`config.mk`:
```
export PLATFORM = sky130hd
export DESIGN_NAME = decode_stage
export DESIGN_NICKNAME = d
export VERILOG_FILES = /design/src/logic/riscv_ctrl_pkg.sv /design/src/logic/main_decoder.sv /design/src/logic/alu_decoder.sv /design/src/logic/imm_extend.sv /design/src/logic/decode_pipe_reg.sv /design/src/logic/decode_stage.sv
export VERILOG_INCLUDE_DIRS = /design/src /design/src/logic
export SDC_FILE = /design/constraint.sdc
export NUM_CORES = 1
export LEC_CHECK = 0
export BUFFER_PORTS_ARGS = -buffer_cell sky130_fd_sc_hd__buf_2
export CAP_MARGIN = 20
export CORE_MARGIN = 1
export CORE_UTILIZATION = 51
export DETAILED_ROUTE_END_ITERATION = 7
export PLACE_DENSITY_LB_ADDON = 0.2
export SKIP_CTS_REPAIR_TIMING = 1
export SKIP_LAST_GASP = 1
export SLEW_MARGIN = 20
export SYNTH_ARGS = -nofsm -noshare
export SYNTH_HDL_FRONTEND = slang
export SYNTH_SLANG_ARGS = --single-unit
```
`constraint.sdc`:
```
create_clock -name clk_i -period 0.9 [get_ports clk_i]
set_input_delay 0.045 -clock clk_i [delete_from_list [all_inputs] [get_ports clk_i]]
set_output_delay 0.045 -clock clk_i [all_outputs]
set_load 0.03 [all_outputs]
```
`src/logic/riscv_ctrl_defs.svh`:
```
`ifndef RISCV_CTRL_DEFS_SVH
`define RISCV_CTRL_DEFS_SVH

// Data path word width
`define XLEN 32

// Instruction word width
`define ILEN 32

// Width of the funct3 field
`define FUNCT3_W 3

// Width of the instruction slice that carries immediate bits (31 to 7)
`define IMM_FIELD_W 25

// addi x0, x0, 0
`define NOP_INSTR 32'h0000_0013

`endif

```
`src/logic/riscv_ctrl_pkg.sv`:
```
package riscv_ctrl_pkg;

    // Base opcodes handled by the decode stage
    typedef enum logic [6:0] {
        LOAD   = 7'b0000011,
        OP     = 7'b0110011,
        STORE  = 7'b0100011,
        OP_IMM = 7'b0010011,
        BRANCH = 7'b1100011,
        JAL    = 7'b1101111,
        JALR   = 7'b1100111,
        AUIPC  = 7'b0010111,
        LUI    = 7'b0110111
    } opcode_e;

    typedef enum logic [2:0] {
        IMM_I = 3'b000,
        IMM_S = 3'b001,
        IMM_B = 3'b010,
        IMM_J = 3'b011,
        IMM_U = 3'b100
    } imm_src_e;

    // Write-back source for the register file
    typedef enum logic [1:0] {
        RES_ALU = 2'b00,
        RES_MEM = 2'b01,
        RES_PC4 = 2'b10
    } result_src_e;

    // Coarse ALU class from the main decoder
    typedef enum logic [1:0] {
        CLS_ADD   = 2'b00,
        CLS_SUB   = 2'b01,
        CLS_FUNC  = 2'b10,
        CLS_PASSB = 2'b11
    } alu_class_e;

    typedef enum logic [3:0] {
        ADD   = 4'd0,
        SUB   = 4'd1,
        SLL   = 4'd2,
        SLT   = 4'd3,
        SLTU  = 4'd4,
        XOR   = 4'd5,
        SRL   = 4'd6,
        SRA   = 4'd7,
        OR    = 4'd8,
        AND   = 4'd9,
        PASSB = 4'd10  // Operand B straight through
    } alu_op_e;

endpackage

```
`src/logic/main_decoder.sv`:
```
`timescale 1ns/1ps

module main_decoder
    import riscv_ctrl_pkg::*;
(
    input  logic [6:0]  op_i,         // Instruction opcode

    output logic        reg_write_o,  // Register write enable
    output logic        mem_write_o,  // Memory write enable
    output logic        alu_src_o,    // Immediate as ALU operand B
    output logic        pc_as_a_o,    // PC as ALU operand A
    output logic        branch_o,     // Conditional branch
    output logic        jump_o,       // Unconditional jump
    output logic        jalr_o,       // Jump target from register
    output logic        illegal_o,    // Opcode not recognised
    output result_src_e result_src_o,
    output imm_src_e    imm_src_o,
    output alu_class_e  alu_class_o
);

    always_comb
    begin
        // Bubble unless a row below says otherwise
        reg_write_o  = 1'b0;
        mem_write_o  = 1'b0;
        alu_src_o    = 1'b0;
        pc_as_a_o    = 1'b0;
        branch_o     = 1'b0;
        jump_o       = 1'b0;
        jalr_o       = 1'b0;
        illegal_o    = 1'b0;
        result_src_o = RES_ALU;
        imm_src_o    = IMM_I;
        alu_class_o  = CLS_ADD;

        case (opcode_e'(op_i))
            LOAD:
            begin
                reg_write_o  = 1'b1;
                alu_src_o    = 1'b1;
                result_src_o = RES_MEM;  // Base plus offset
            end
            STORE:
            begin
                mem_write_o = 1'b1;
                alu_src_o   = 1'b1;
                imm_src_o   = IMM_S;
            end
            OP:
            begin
                reg_write_o = 1'b1;
                alu_class_o = CLS_FUNC;
            end
            OP_IMM:
            begin
                reg_write_o = 1'b1;
                alu_src_o   = 1'b1;
                alu_class_o = CLS_FUNC;
            end
            BRANCH:
            begin
                branch_o    = 1'b1;
                imm_src_o   = IMM_B;
                alu_class_o = CLS_SUB;  // Compare rs1 against rs2
            end
            JAL:
            begin
                reg_write_o  = 1'b1;
                jump_o       = 1'b1;
                imm_src_o    = IMM_J;
                result_src_o = RES_PC4;  // Link address
            end
            JALR:
            begin
                reg_write_o  = 1'b1;
                jump_o       = 1'b1;
                jalr_o       = 1'b1;
                alu_src_o    = 1'b1;
                result_src_o = RES_PC4;
            end
            AUIPC:
            begin
                reg_write_o = 1'b1;
                imm_src_o   = IMM_U;
                pc_as_a_o   = 1'b1;  // PC plus upper immediate
                alu_src_o   = 1'b1;
            end
            LUI:
            begin
                reg_write_o = 1'b1;
                imm_src_o   = IMM_U;
                alu_src_o   = 1'b1;
                alu_class_o = CLS_PASSB;
            end
            default:
            begin
                illegal_o = 1'b1;  // Enables stay low
            end
        endcase
    end

endmodule

```
`src/logic/alu_decoder.sv`:
```
`timescale 1ns/1ps

`include "riscv_ctrl_defs.svh"

module alu_decoder
    import riscv_ctrl_pkg::*;
(
    input  alu_class_e           alu_class_i,  // Class from main decoder
    input  logic [`FUNCT3_W-1:0] funct3_i,
    input  logic                 funct7_b5_i,
    input  logic                 op_b5_i,      // Set for register forms
    output alu_op_e              alu_op_o
);

    always_comb
    begin
        alu_op_o = ADD;

        case (alu_class_i)
            CLS_ADD:   alu_op_o = ADD;
            CLS_SUB:   alu_op_o = SUB;
            CLS_PASSB: alu_op_o = PASSB;
            CLS_FUNC:
            begin
                case (funct3_i)
                    3'b000:
                    begin
                        // addi has no SUB form, funct7 there is immediate data
                        if (op_b5_i && funct7_b5_i)
                            alu_op_o = SUB;
                        else
                            alu_op_o = ADD;
                    end
                    3'b001: alu_op_o = SLL;
                    3'b010: alu_op_o = SLT;
                    3'b011: alu_op_o = SLTU;
                    3'b100: alu_op_o = XOR;
                    3'b101:
                    begin
                        if (funct7_b5_i)  // Same bit for srai and sra
                            alu_op_o = SRA;
                        else
                            alu_op_o = SRL;
                    end
                    3'b110: alu_op_o = OR;
                    default: alu_op_o = AND;
                endcase
            end
            default: alu_op_o = ADD;
        endcase
    end

endmodule

```
`src/logic/imm_extend.sv`:
```
`timescale 1ns/1ps

`include "riscv_ctrl_defs.svh"

module imm_extend
    import riscv_ctrl_pkg::*;
(
    input  logic [`IMM_FIELD_W-1:0] instr_i,    // Instruction bits 31 to 7
    input  imm_src_e                imm_src_i,
    output logic [`XLEN-1:0]        imm_o
);

    // Index k here is instruction bit k+7
    logic sign;

    assign sign = instr_i[24];  // Instruction bit 31

    always_comb
    begin
        case (imm_src_i)
            IMM_I: imm_o = {{(`XLEN-12){sign}}, instr_i[24:13]};
            IMM_S: imm_o = {{(`XLEN-12){sign}}, instr_i[24:18], instr_i[4:0]};
            IMM_B:
            begin
                imm_o = {{(`XLEN-12){sign}}, instr_i[0], instr_i[23:18],
                         instr_i[4:1], 1'b0};  // Halfword aligned offset
            end
            IMM_U: imm_o = {instr_i[24:5], 12'b0};
            IMM_J:
            begin
                imm_o = {{(`XLEN-20){sign}}, instr_i[12:5], instr_i[13],
                         instr_i[23:14], 1'b0};
            end
            default: imm_o = '0;
        endcase
    end

endmodule

```
`src/logic/decode_pipe_reg.sv`:
```
`timescale 1ns/1ps

`include "riscv_ctrl_defs.svh"

module decode_pipe_reg
    import riscv_ctrl_pkg::*;
(
    input  logic                 clk_i,
    input  logic                 rst_n_i,
    input  logic                 stall_i,      // Hold current contents
    input  logic                 flush_i,      // Load a bubble, beats stall

    input  logic                 reg_write_i,
    input  logic                 mem_write_i,
    input  logic                 alu_src_i,
    input  logic                 pc_as_a_i,
    input  logic                 branch_i,
    input  logic                 jump_i,
    input  logic                 jalr_i,
    input  logic                 illegal_i,
    input  result_src_e          result_src_i,
    input  alu_op_e              alu_op_i,
    input  logic [`FUNCT3_W-1:0] funct3_i,
    input  logic [`XLEN-1:0]     imm_i,
    input  logic [`XLEN-1:0]     pc_i,
    input  logic [`XLEN-1:0]     pc_plus4_i,

    output logic                 reg_write_o,
    output logic                 mem_write_o,
    output logic                 alu_src_o,
    output logic                 pc_as_a_o,
    output logic                 branch_o,
    output logic                 jump_o,
    output logic                 jalr_o,
    output logic                 illegal_o,
    output result_src_e          result_src_o,
    output alu_op_e              alu_op_o,
    output logic [`FUNCT3_W-1:0] funct3_o,
    output logic [`XLEN-1:0]     imm_o,
    output logic [`XLEN-1:0]     pc_o,
    output logic [`XLEN-1:0]     pc_plus4_o
);

    logic load_en;

    assign load_en = ~stall_i;

    // Control fields
    always_ff @(posedge clk_i or negedge rst_n_i)
    begin
        if (!rst_n_i)
        begin
            {reg_write_o, mem_write_o, alu_src_o, pc_as_a_o} <= '0;
            {branch_o, jump_o, jalr_o, illegal_o}           <= '0;
            result_src_o <= RES_ALU;
            alu_op_o     <= ADD;
        end
        else if (flush_i)
        begin
            {reg_write_o, mem_write_o, alu_src_o, pc_as_a_o} <= '0;
            {branch_o, jump_o, jalr_o, illegal_o}           <= '0;
            result_src_o <= RES_ALU;
            alu_op_o     <= ADD;
        end
        else if (load_en)
        begin
            {reg_write_o, mem_write_o, alu_src_o, pc_as_a_o} <=
                {reg_write_i, mem_write_i, alu_src_i, pc_as_a_i};
            {branch_o, jump_o, jalr_o, illegal_o} <= {branch_i, jump_i, jalr_i, illegal_i};
            result_src_o <= result_src_i;
            alu_op_o     <= alu_op_i;
        end
    end

    // Data fields
    always_ff @(posedge clk_i or negedge rst_n_i)
    begin
        if (!rst_n_i)
        begin
            funct3_o   <= '0;
            imm_o      <= '0;
            pc_o       <= '0;
            pc_plus4_o <= '0;
        end
        else if (flush_i)
        begin
            funct3_o   <= '0;
            imm_o      <= '0;
            pc_o       <= '0;
            pc_plus4_o <= '0;
        end
        else if (load_en)
        begin
            funct3_o   <= funct3_i;
            imm_o      <= imm_i;
            pc_o       <= pc_i;
            pc_plus4_o <= pc_plus4_i;
        end
    end

endmodule

```
`src/logic/decode_stage.sv`:
```
`timescale 1ns/1ps

`include "riscv_ctrl_defs.svh"

module decode_stage
    import riscv_ctrl_pkg::*;
(
    input  logic                 clk_i,
    input  logic                 rst_n_i,
    input  logic [`ILEN-1:0]     instr_i,
    input  logic [`XLEN-1:0]     pc_i,
    input  logic                 stall_i,
    input  logic                 flush_i,

    output logic                 reg_write_o,
    output logic                 mem_write_o,
    output logic                 alu_src_o,
    output logic                 pc_as_a_o,
    output logic                 branch_o,
    output logic                 jump_o,
    output logic                 jalr_o,
    output logic                 illegal_o,
    output result_src_e          result_src_o,
    output alu_op_e              alu_op_o,
    output logic [`FUNCT3_W-1:0] funct3_o,  // For the branch unit
    output logic [`XLEN-1:0]     imm_o,
    output logic [`XLEN-1:0]     pc_o,
    output logic [`XLEN-1:0]     pc_plus4_o
);

    logic              reg_write;
    logic              mem_write;
    logic              alu_src;
    logic              pc_as_a;
    logic              branch;
    logic              jump;
    logic              jalr;
    logic              illegal;
    result_src_e       result_src;
    imm_src_e          imm_src;
    alu_class_e        alu_class;
    alu_op_e           alu_op;
    logic [`XLEN-1:0]  imm;
    logic [`XLEN-1:0]  pc_plus4;

    assign pc_plus4 = pc_i + `XLEN'(4);  // Link address for JAL and JALR

    main_decoder main_decoder_i (
        .op_i         (instr_i[6:0]),
        .reg_write_o  (reg_write),
        .mem_write_o  (mem_write),
        .alu_src_o    (alu_src),
        .pc_as_a_o    (pc_as_a),
        .branch_o     (branch),
        .jump_o       (jump),
        .jalr_o       (jalr),
        .illegal_o    (illegal),
        .result_src_o (result_src),
        .imm_src_o    (imm_src),
        .alu_class_o  (alu_class)
    );

    alu_decoder alu_decoder_i (
        .alu_class_i (alu_class),
        .funct3_i    (instr_i[14:12]),
        .funct7_b5_i (instr_i[30]),
        .op_b5_i     (instr_i[5]),
        .alu_op_o    (alu_op)
    );

    imm_extend imm_extend_i (
        .instr_i   (instr_i[31:7]),
        .imm_src_i (imm_src),
        .imm_o     (imm)
    );

    decode_pipe_reg decode_pipe_reg_i (
        .clk_i        (clk_i),
        .rst_n_i      (rst_n_i),
        .stall_i      (stall_i),
        .flush_i      (flush_i),
        .reg_write_i  (reg_write),
        .mem_write_i  (mem_write),
        .alu_src_i    (alu_src),
        .pc_as_a_i    (pc_as_a),
        .branch_i     (branch),
        .jump_i       (jump),
        .jalr_i       (jalr),
        .illegal_i    (illegal),
        .result_src_i (result_src),
        .alu_op_i     (alu_op),
        .funct3_i     (instr_i[14:12]),
        .imm_i        (imm),
        .pc_i         (pc_i),
        .pc_plus4_i   (pc_plus4),
        .reg_write_o  (reg_write_o),
        .mem_write_o  (mem_write_o),
        .alu_src_o    (alu_src_o),
        .pc_as_a_o    (pc_as_a_o),
        .branch_o     (branch_o),
        .jump_o       (jump_o),
        .jalr_o       (jalr_o),
        .illegal_o    (illegal_o),
        .result_src_o (result_src_o),
        .alu_op_o     (alu_op_o),
        .funct3_o     (funct3_o),
        .imm_o        (imm_o),
        .pc_o         (pc_o),
        .pc_plus4_o   (pc_plus4_o)
    );

endmodule

```
* Word level (Yosys, flattened, before mapping)
Cells that the tools add are included.
** Operators by class
- Reduce and logical (&&, ||, !) cells :: 10
- Add/subtract/negate cells :: 1
- Equality and inequality tests :: 23
- Muxes and demuxes :: 44
- Shift-type cells :: 0
- Magnitude comparators :: 0
- Div/mod/pow operators :: 0
- Bitwise gates (word level) :: 0
- Multiply operators :: 0
** Operator list (number)
- 32-bit 2-to-1 mux :: 6
- 32-bit case mux with 5 select lines :: 1
- 32-bit by 3-bit adder with 32-bit output (second input constant) :: 1
- 4-bit case mux with 7 select lines :: 1
- 1-bit 2-to-1 mux :: 26
- 7-bit by 6-bit == test with 1-bit output (second input constant) :: 3
- 7-bit == test (second input constant) :: 3
- 4-bit case mux with 4 select lines :: 1
- 7-bit by 5-bit == test with 1-bit output (second input constant) :: 2
- 3-bit by 2-bit == test with 1-bit output (second input constant) :: 4
- 3-bit == test (second input constant) :: 4
- 3-bit case mux with 4 select lines :: 1
- 9-bit OR reduction :: 1
- 4-bit 2-to-1 mux :: 2
- 7-bit by 2-bit == test with 1-bit output (second input constant) :: 1
- 7-bit OR reduction :: 1
- 3-bit by 1-bit == test with 1-bit output (second input constant) :: 2
- 3-bit zero test :: 2
- 3-bit 2-to-1 mux :: 2
- 2-bit case mux with 3 select lines :: 1
- 2-bit OR reduction :: 3
- 6-bit OR reduction :: 1
- 2-bit == test (second input constant) :: 2
- 2-bit 2-to-1 mux :: 2
- 5 further kinds :: 5
** Storage, ports and cells
- Bits of input ports :: 68
- Bits in latches :: 0
- Bits in writable memories :: 0
- Memories kept :: 0
- Logic and storage cells :: 92
- Bits in read-only memories :: 0
- Bits in registers :: 113

* Longest topological paths before layout
- Word-level depth :: 7
- Depth in mapped cells :: 6
- Depth with buffers taken out :: 5

* Cells and area by module
From an unflattened synthesis, not the netlist that was laid out.
** Second synthesis, totals
- Cell total of the unflattened synthesis :: 574
- Area, all modules :: 5954.5 µm²
** By module, submodules not included
- decode_pipe_reg :: instances 1, cells an instance 365, area each 4599.4 µm², seq. area each 2827.7 µm²
- decode_stage :: instances 1, cells an instance 81, area each 565.5 µm², seq. area each 0.0 µm²
- imm_extend :: instances 1, cells an instance 72, area each 445.4 µm², seq. area each 0.0 µm²
- main_decoder :: instances 1, cells an instance 39, area each 242.7 µm², seq. area each 0.0 µm²
- alu_decoder :: instances 1, cells an instance 17, area each 101.3 µm², seq. area each 0.0 µm²

* Least setup slack after synthesis
OpenSTA, ideal clock, no wires.
- Kind :: input -> register
- From :: input port pc_i[14]
- To :: register decode_pipe_reg_i.pc_plus4_o[25]
- Required time :: 0.801 ns
- Path buffers :: 1
- Stages :: 5
- Arrival :: 1.502 ns
- Setup slack :: -0.701 ns
- Cells stage by stage :: buf_4 -> nand4_4 -> or4_4 -> or4_1 -> a311oi_1
** Between the ends
- Longest elaborated chain between the ends :: 3
** Ends and longest elaborated chain
- from (decl) :: RTL line decode_stage.sv:11 : input logic [`XLEN-1:0] pc_i,
- 32-bit by 3-bit adder with 32-bit output :: RTL line decode_stage.sv:46 : assign pc_plus4 = pc_i + `XLEN'(4);
- 32-bit 2-to-1 mux :: RTL line decode_pipe_reg.sv:92 : else if (load_en)
- 32-bit 2-to-1 mux :: RTL line decode_pipe_reg.sv:85 : else if (flush_i)
- to (signal assigned) :: RTL line decode_pipe_reg.sv:97 : pc_plus4_o <= pc_plus4_i;
- to (decl) :: RTL line decode_pipe_reg.sv:41 : output logic [`XLEN-1:0] pc_plus4_o
Every way passes these cells. The select of a mux whose other input is x is not followed.
A chain may end at the register's enable or synchronous reset.

* Worst setup path after layout
- From :: input port pc_i[9]
- To :: register decode_pipe_reg_i.pc_plus4_o[26]
The elaborated chain is that of the path after synthesis.

==> key figures <==
Placement
  – Dpl ws: -0.747 ns
  – Final HPWL DP: 12900 um
  – Port Buf Inserts: 180
  – RePlAce Congestion: 0.897

Route
  – WL final: roughly 25000 um
  – Routed Antenna Nets: 0
  – Wire length per cell: about 23 um
  – DRC: 0
  – DR vias: 6927
  – Drt first pass iters: 6
  – DR vias/cell: 6.46
  – Initial DRC count: 816

Status
  – Status: finished with violations
  – Failing checks: hold timing, setup timing

Cells and area
  – Multi-input gate area: 2960 um^2
  – Seq. cell area: roughly 2800 um^2
  – Utilization after layout: 92.3%
  – Share of cells above drive strength 1: 47.6%
  – Final net count: 1001
  – Area Growth Syn to Fin: 73.7%
  – Number of antenna diodes: 0
  – Fillers: 369

Setup path
  – Crit start category: input pin
  – Req. time, crit path: around 1.2 ns
  – R2R Setup Slk: -0.14 ns
  – Crit-path slowest cell: o31a_1
  – Crit Path Class: input pin to flop
  – Critical path data arrival time: about 1.5 ns
  – RR Endpoint: decode_pipe_reg_i.pc_plus4_o[15]$_DFFE_PN0P_
  – Crit end category: flop
  – Max stage delay on crit path: around 0.29 ns
  – Reg2Reg Launch Point: decode_pipe_reg_i.pc_plus4_o[15]$_DFFE_PN0P_
  – Worst-path maximum fanout: 6
  – Most used cell, CP: buf_6
  – Reg2reg path depth: 2
  – Crit path cell chain: buf_8, buf_6, and4_4, nand4_1, buf_6, o31a_1, a2111oi_2

Synth
  – Register bit count reported by yosys: 111
  – Syn Std Cell Area: 5540 um^2
  – Sequential share of the synthesized area: 50.2%
  – Cell accounting for the most synthesized area: dfrtp_1
  – Most frequent cell after synthesis: dfrtp_1
  – Synth Flop Type: dfrtp_1
  – Mapped Avg Cell Area: slightly below 10 um^2
  – Top post-synthesis cells by count: dfrtp_1 (111), nor2_1 (84), nand2_1 (47)
  – Post-synthesis async set-or-reset flop share: 100%
  – Post-synth cell types: 58
  – Post-synth top area share: between 50% and 60%
  – Mapped Cells: approximately 580
  – Post-synth EDFFs: 0
  – Post-Syn Nets: between 600 and 700
  – Ranking of synthesized cells by area: dfrtp_1 (50%), mux2i_1 (6.1%), nor2_1 (5.7%)
  – Yosys warns: 0

STA
  – Slew Limit Fails: 0
  – Clock skew: 0 ns
  – Setup violations, final: 155
  – Hold slack: -0.00862 ns
  – Worst-Margin Slew: ~0.70 ns
  – Max_slew headroom: 53.3%
  – Final TNS setup: -17.40 ns
  – Final WS setup: -0.329 ns
  – RSZ-0062 raised after global routing: true
  – Fin crit share: 137%
  – Fmax: ~800 MHz
  – Min Tclk post-route: 1.23 ns
  – Final hold vios: 1

Worst hold path
  – Worst Hold Class: input pin to flop
  – Hold path start: pc_i[17]
  – Hold-critical path depth: 3
  – Hold Crit Endpoint: decode_pipe_reg_i.pc_o[17]$_DFFE_PN0P_

Clock network
  – Total CTS buffers: 9
  – Root buf cell: clkbuf_8
  – Clock Latency Late Sink: 0.40 ns
  – Clk sink count: between 100 and 150
  – CTS H-tree depth: 3
  – Clock Path Buffers: 2
  – Clock transition at path regs: between 0.1 and 0.15 ns
  – CTS tree: done

Pwr
  – Peak supply drop: 0.00129 V
  – Static leakage: 4.66 nW
  – P per Cell Area: around 1300 nW/um^2
  – Flop pwr share: ~45%
  – NetSw: about 0.0042 W
  – Tot Pwr: approximately 0.012 W
  – Internal power: 0.00822 W
  – Clock share of power: 26.5%
  – Logic pwr share: about 29%
  – Switching part of the total power: 33.8%

Flow run
  – MaxCap Viol Count: 0

Floorplan
  – Io pins: about 180
  – CORE AREA: roughly 10000 um^2
  – Die height: approximately 110 um
  – Row cnt: 37
  – Die footprint: 11300 um^2
  – Initial Util: 53.2%
  – Die X: 106 um

GRT
  – Largest net degree at the start of global routing: 53
  – GRT Total Usage: between 30% and 40%
  – Vias in the first global route: roughly 5.5k
  – First-pass GRT wire length: about 28000 um
  – Initial antenna violation count: 0
  – Grt total ovfl: 0
area by class of cell:
cell class              count  area share (%)
clock inverters             7           0.832
repair buffers            388            36.1
clock buffers               9            1.29
multi-input cells         411            30.7
inverters                  11           0.429
flip-flops and latches    111            28.9
well taps                 136            1.77
critical path, delay by kind of cell:
family	cells	cell delay [ns]
AO/OA/AOI/OAI	2	0.57
buffers and inverters	3	0.44
AND/OR/NAND/NOR	2	0.48
cells by family after synthesis:
group           synth area share (%)
buf+inv                         3.89
simple gates                    23.5
fa+ha+maj                      0.226
xor+xnor                        1.58
compound gates                  14.5
mux                             6.15
flops                           50.2
layout by cell type (no fill, tap or decap), types with 6 or more instances in the layout:
master           n
a211oi_2        12
a21oi_1         30
buf_6          132
nand4_1          8
o21ai_1          6
dfrtp_1        111
mux2i_1         34
o211a_1          9
buf_8            6
nand2_1         46
dlygate4sd3_1   26
or3_1           12
buf_2           50
buf_4          168
inv_1           10
clkbuf_8         9
a211oi_1         8
a221o_1          6
nand3_1         20
buf_12           6
nor2_1          79
and3_1           6
nor3_1          17
per-layer routing:
metal  vias up  wire (um)  global-route usage, %
li1       2807          -                      -
met1      3314       8730                   43.7
met2       609      12000                   49.9
met3       197       2530                   5.52
met4         0       1780                   11.8
met5         -          0                      0
through the flow:
stage	area (um^2)	hold WS, ns	cells
4_1_cts	7780	-0.361	987
2_1_floorplan	5880	-0.251	576
5_1_grt	9620	-0.00253	1073
3_5_place_dp	7580	0.0729	971
6_report	9620	-0.00862	1073
3_3_place_gp	7580	0.0655	971
worst max-delay path by stage:
stage	from	to	slack, ns	cells past startpoint
2_1_floorplan	pc_i[9]	decode_pipe_reg_i.pc_plus4_o[25]$_DFFE_PN0P_	-0.61	4
3_3_place_gp	pc_i[9]	decode_pipe_reg_i.pc_plus4_o[25]$_DFFE_PN0P_	-0.71	5
3_5_place_dp	pc_i[9]	decode_pipe_reg_i.pc_plus4_o[25]$_DFFE_PN0P_	-0.75	5
4_1_cts	pc_i[9]	decode_pipe_reg_i.pc_plus4_o[25]$_DFFE_PN0P_	-0.33	5
5_1_grt	pc_i[13]	decode_pipe_reg_i.pc_plus4_o[25]$_DFFE_PN0P_	-0.39	6
6_report	pc_i[9]	decode_pipe_reg_i.pc_plus4_o[26]$_DFFE_PN0P_	-0.33	7
registers in the layout (all words and copies together) (netlist names):
name	flops
decode_pipe_reg_i.jump_o	1
decode_pipe_reg_i.branch_o	1
decode_pipe_reg_i.pc_o	30
decode_pipe_reg_i.funct3_o	3
decode_pipe_reg_i.pc_plus4_o	32
decode_pipe_reg_i.alu_src_o	1
decode_pipe_reg_i.imm_o	32
decode_pipe_reg_i.mem_write_o	1
decode_pipe_reg_i.reg_write_o	1
decode_pipe_reg_i.illegal_o	1
decode_pipe_reg_i.result_src_o	2
decode_pipe_reg_i.alu_op_o	4
decode_pipe_reg_i.pc_as_a_o	1
decode_pipe_reg_i.jalr_o	1
power groups by stage:
stage / sequential, W / combinational, W / clock [W]
CTS: 0.00542 / 0.00261 / 0.00320
floorplan: 0.00606 / 0.000899 / 0
global placement: 0.00550 / 0.00255 / 0
finish: 0.00552 / 0.00361 / 0.00329
global route: 0.00554 / 0.00375 / 0.00343
detailed placement: 0.00552 / 0.00260 / 0
(Power assumes the default switching activity.)
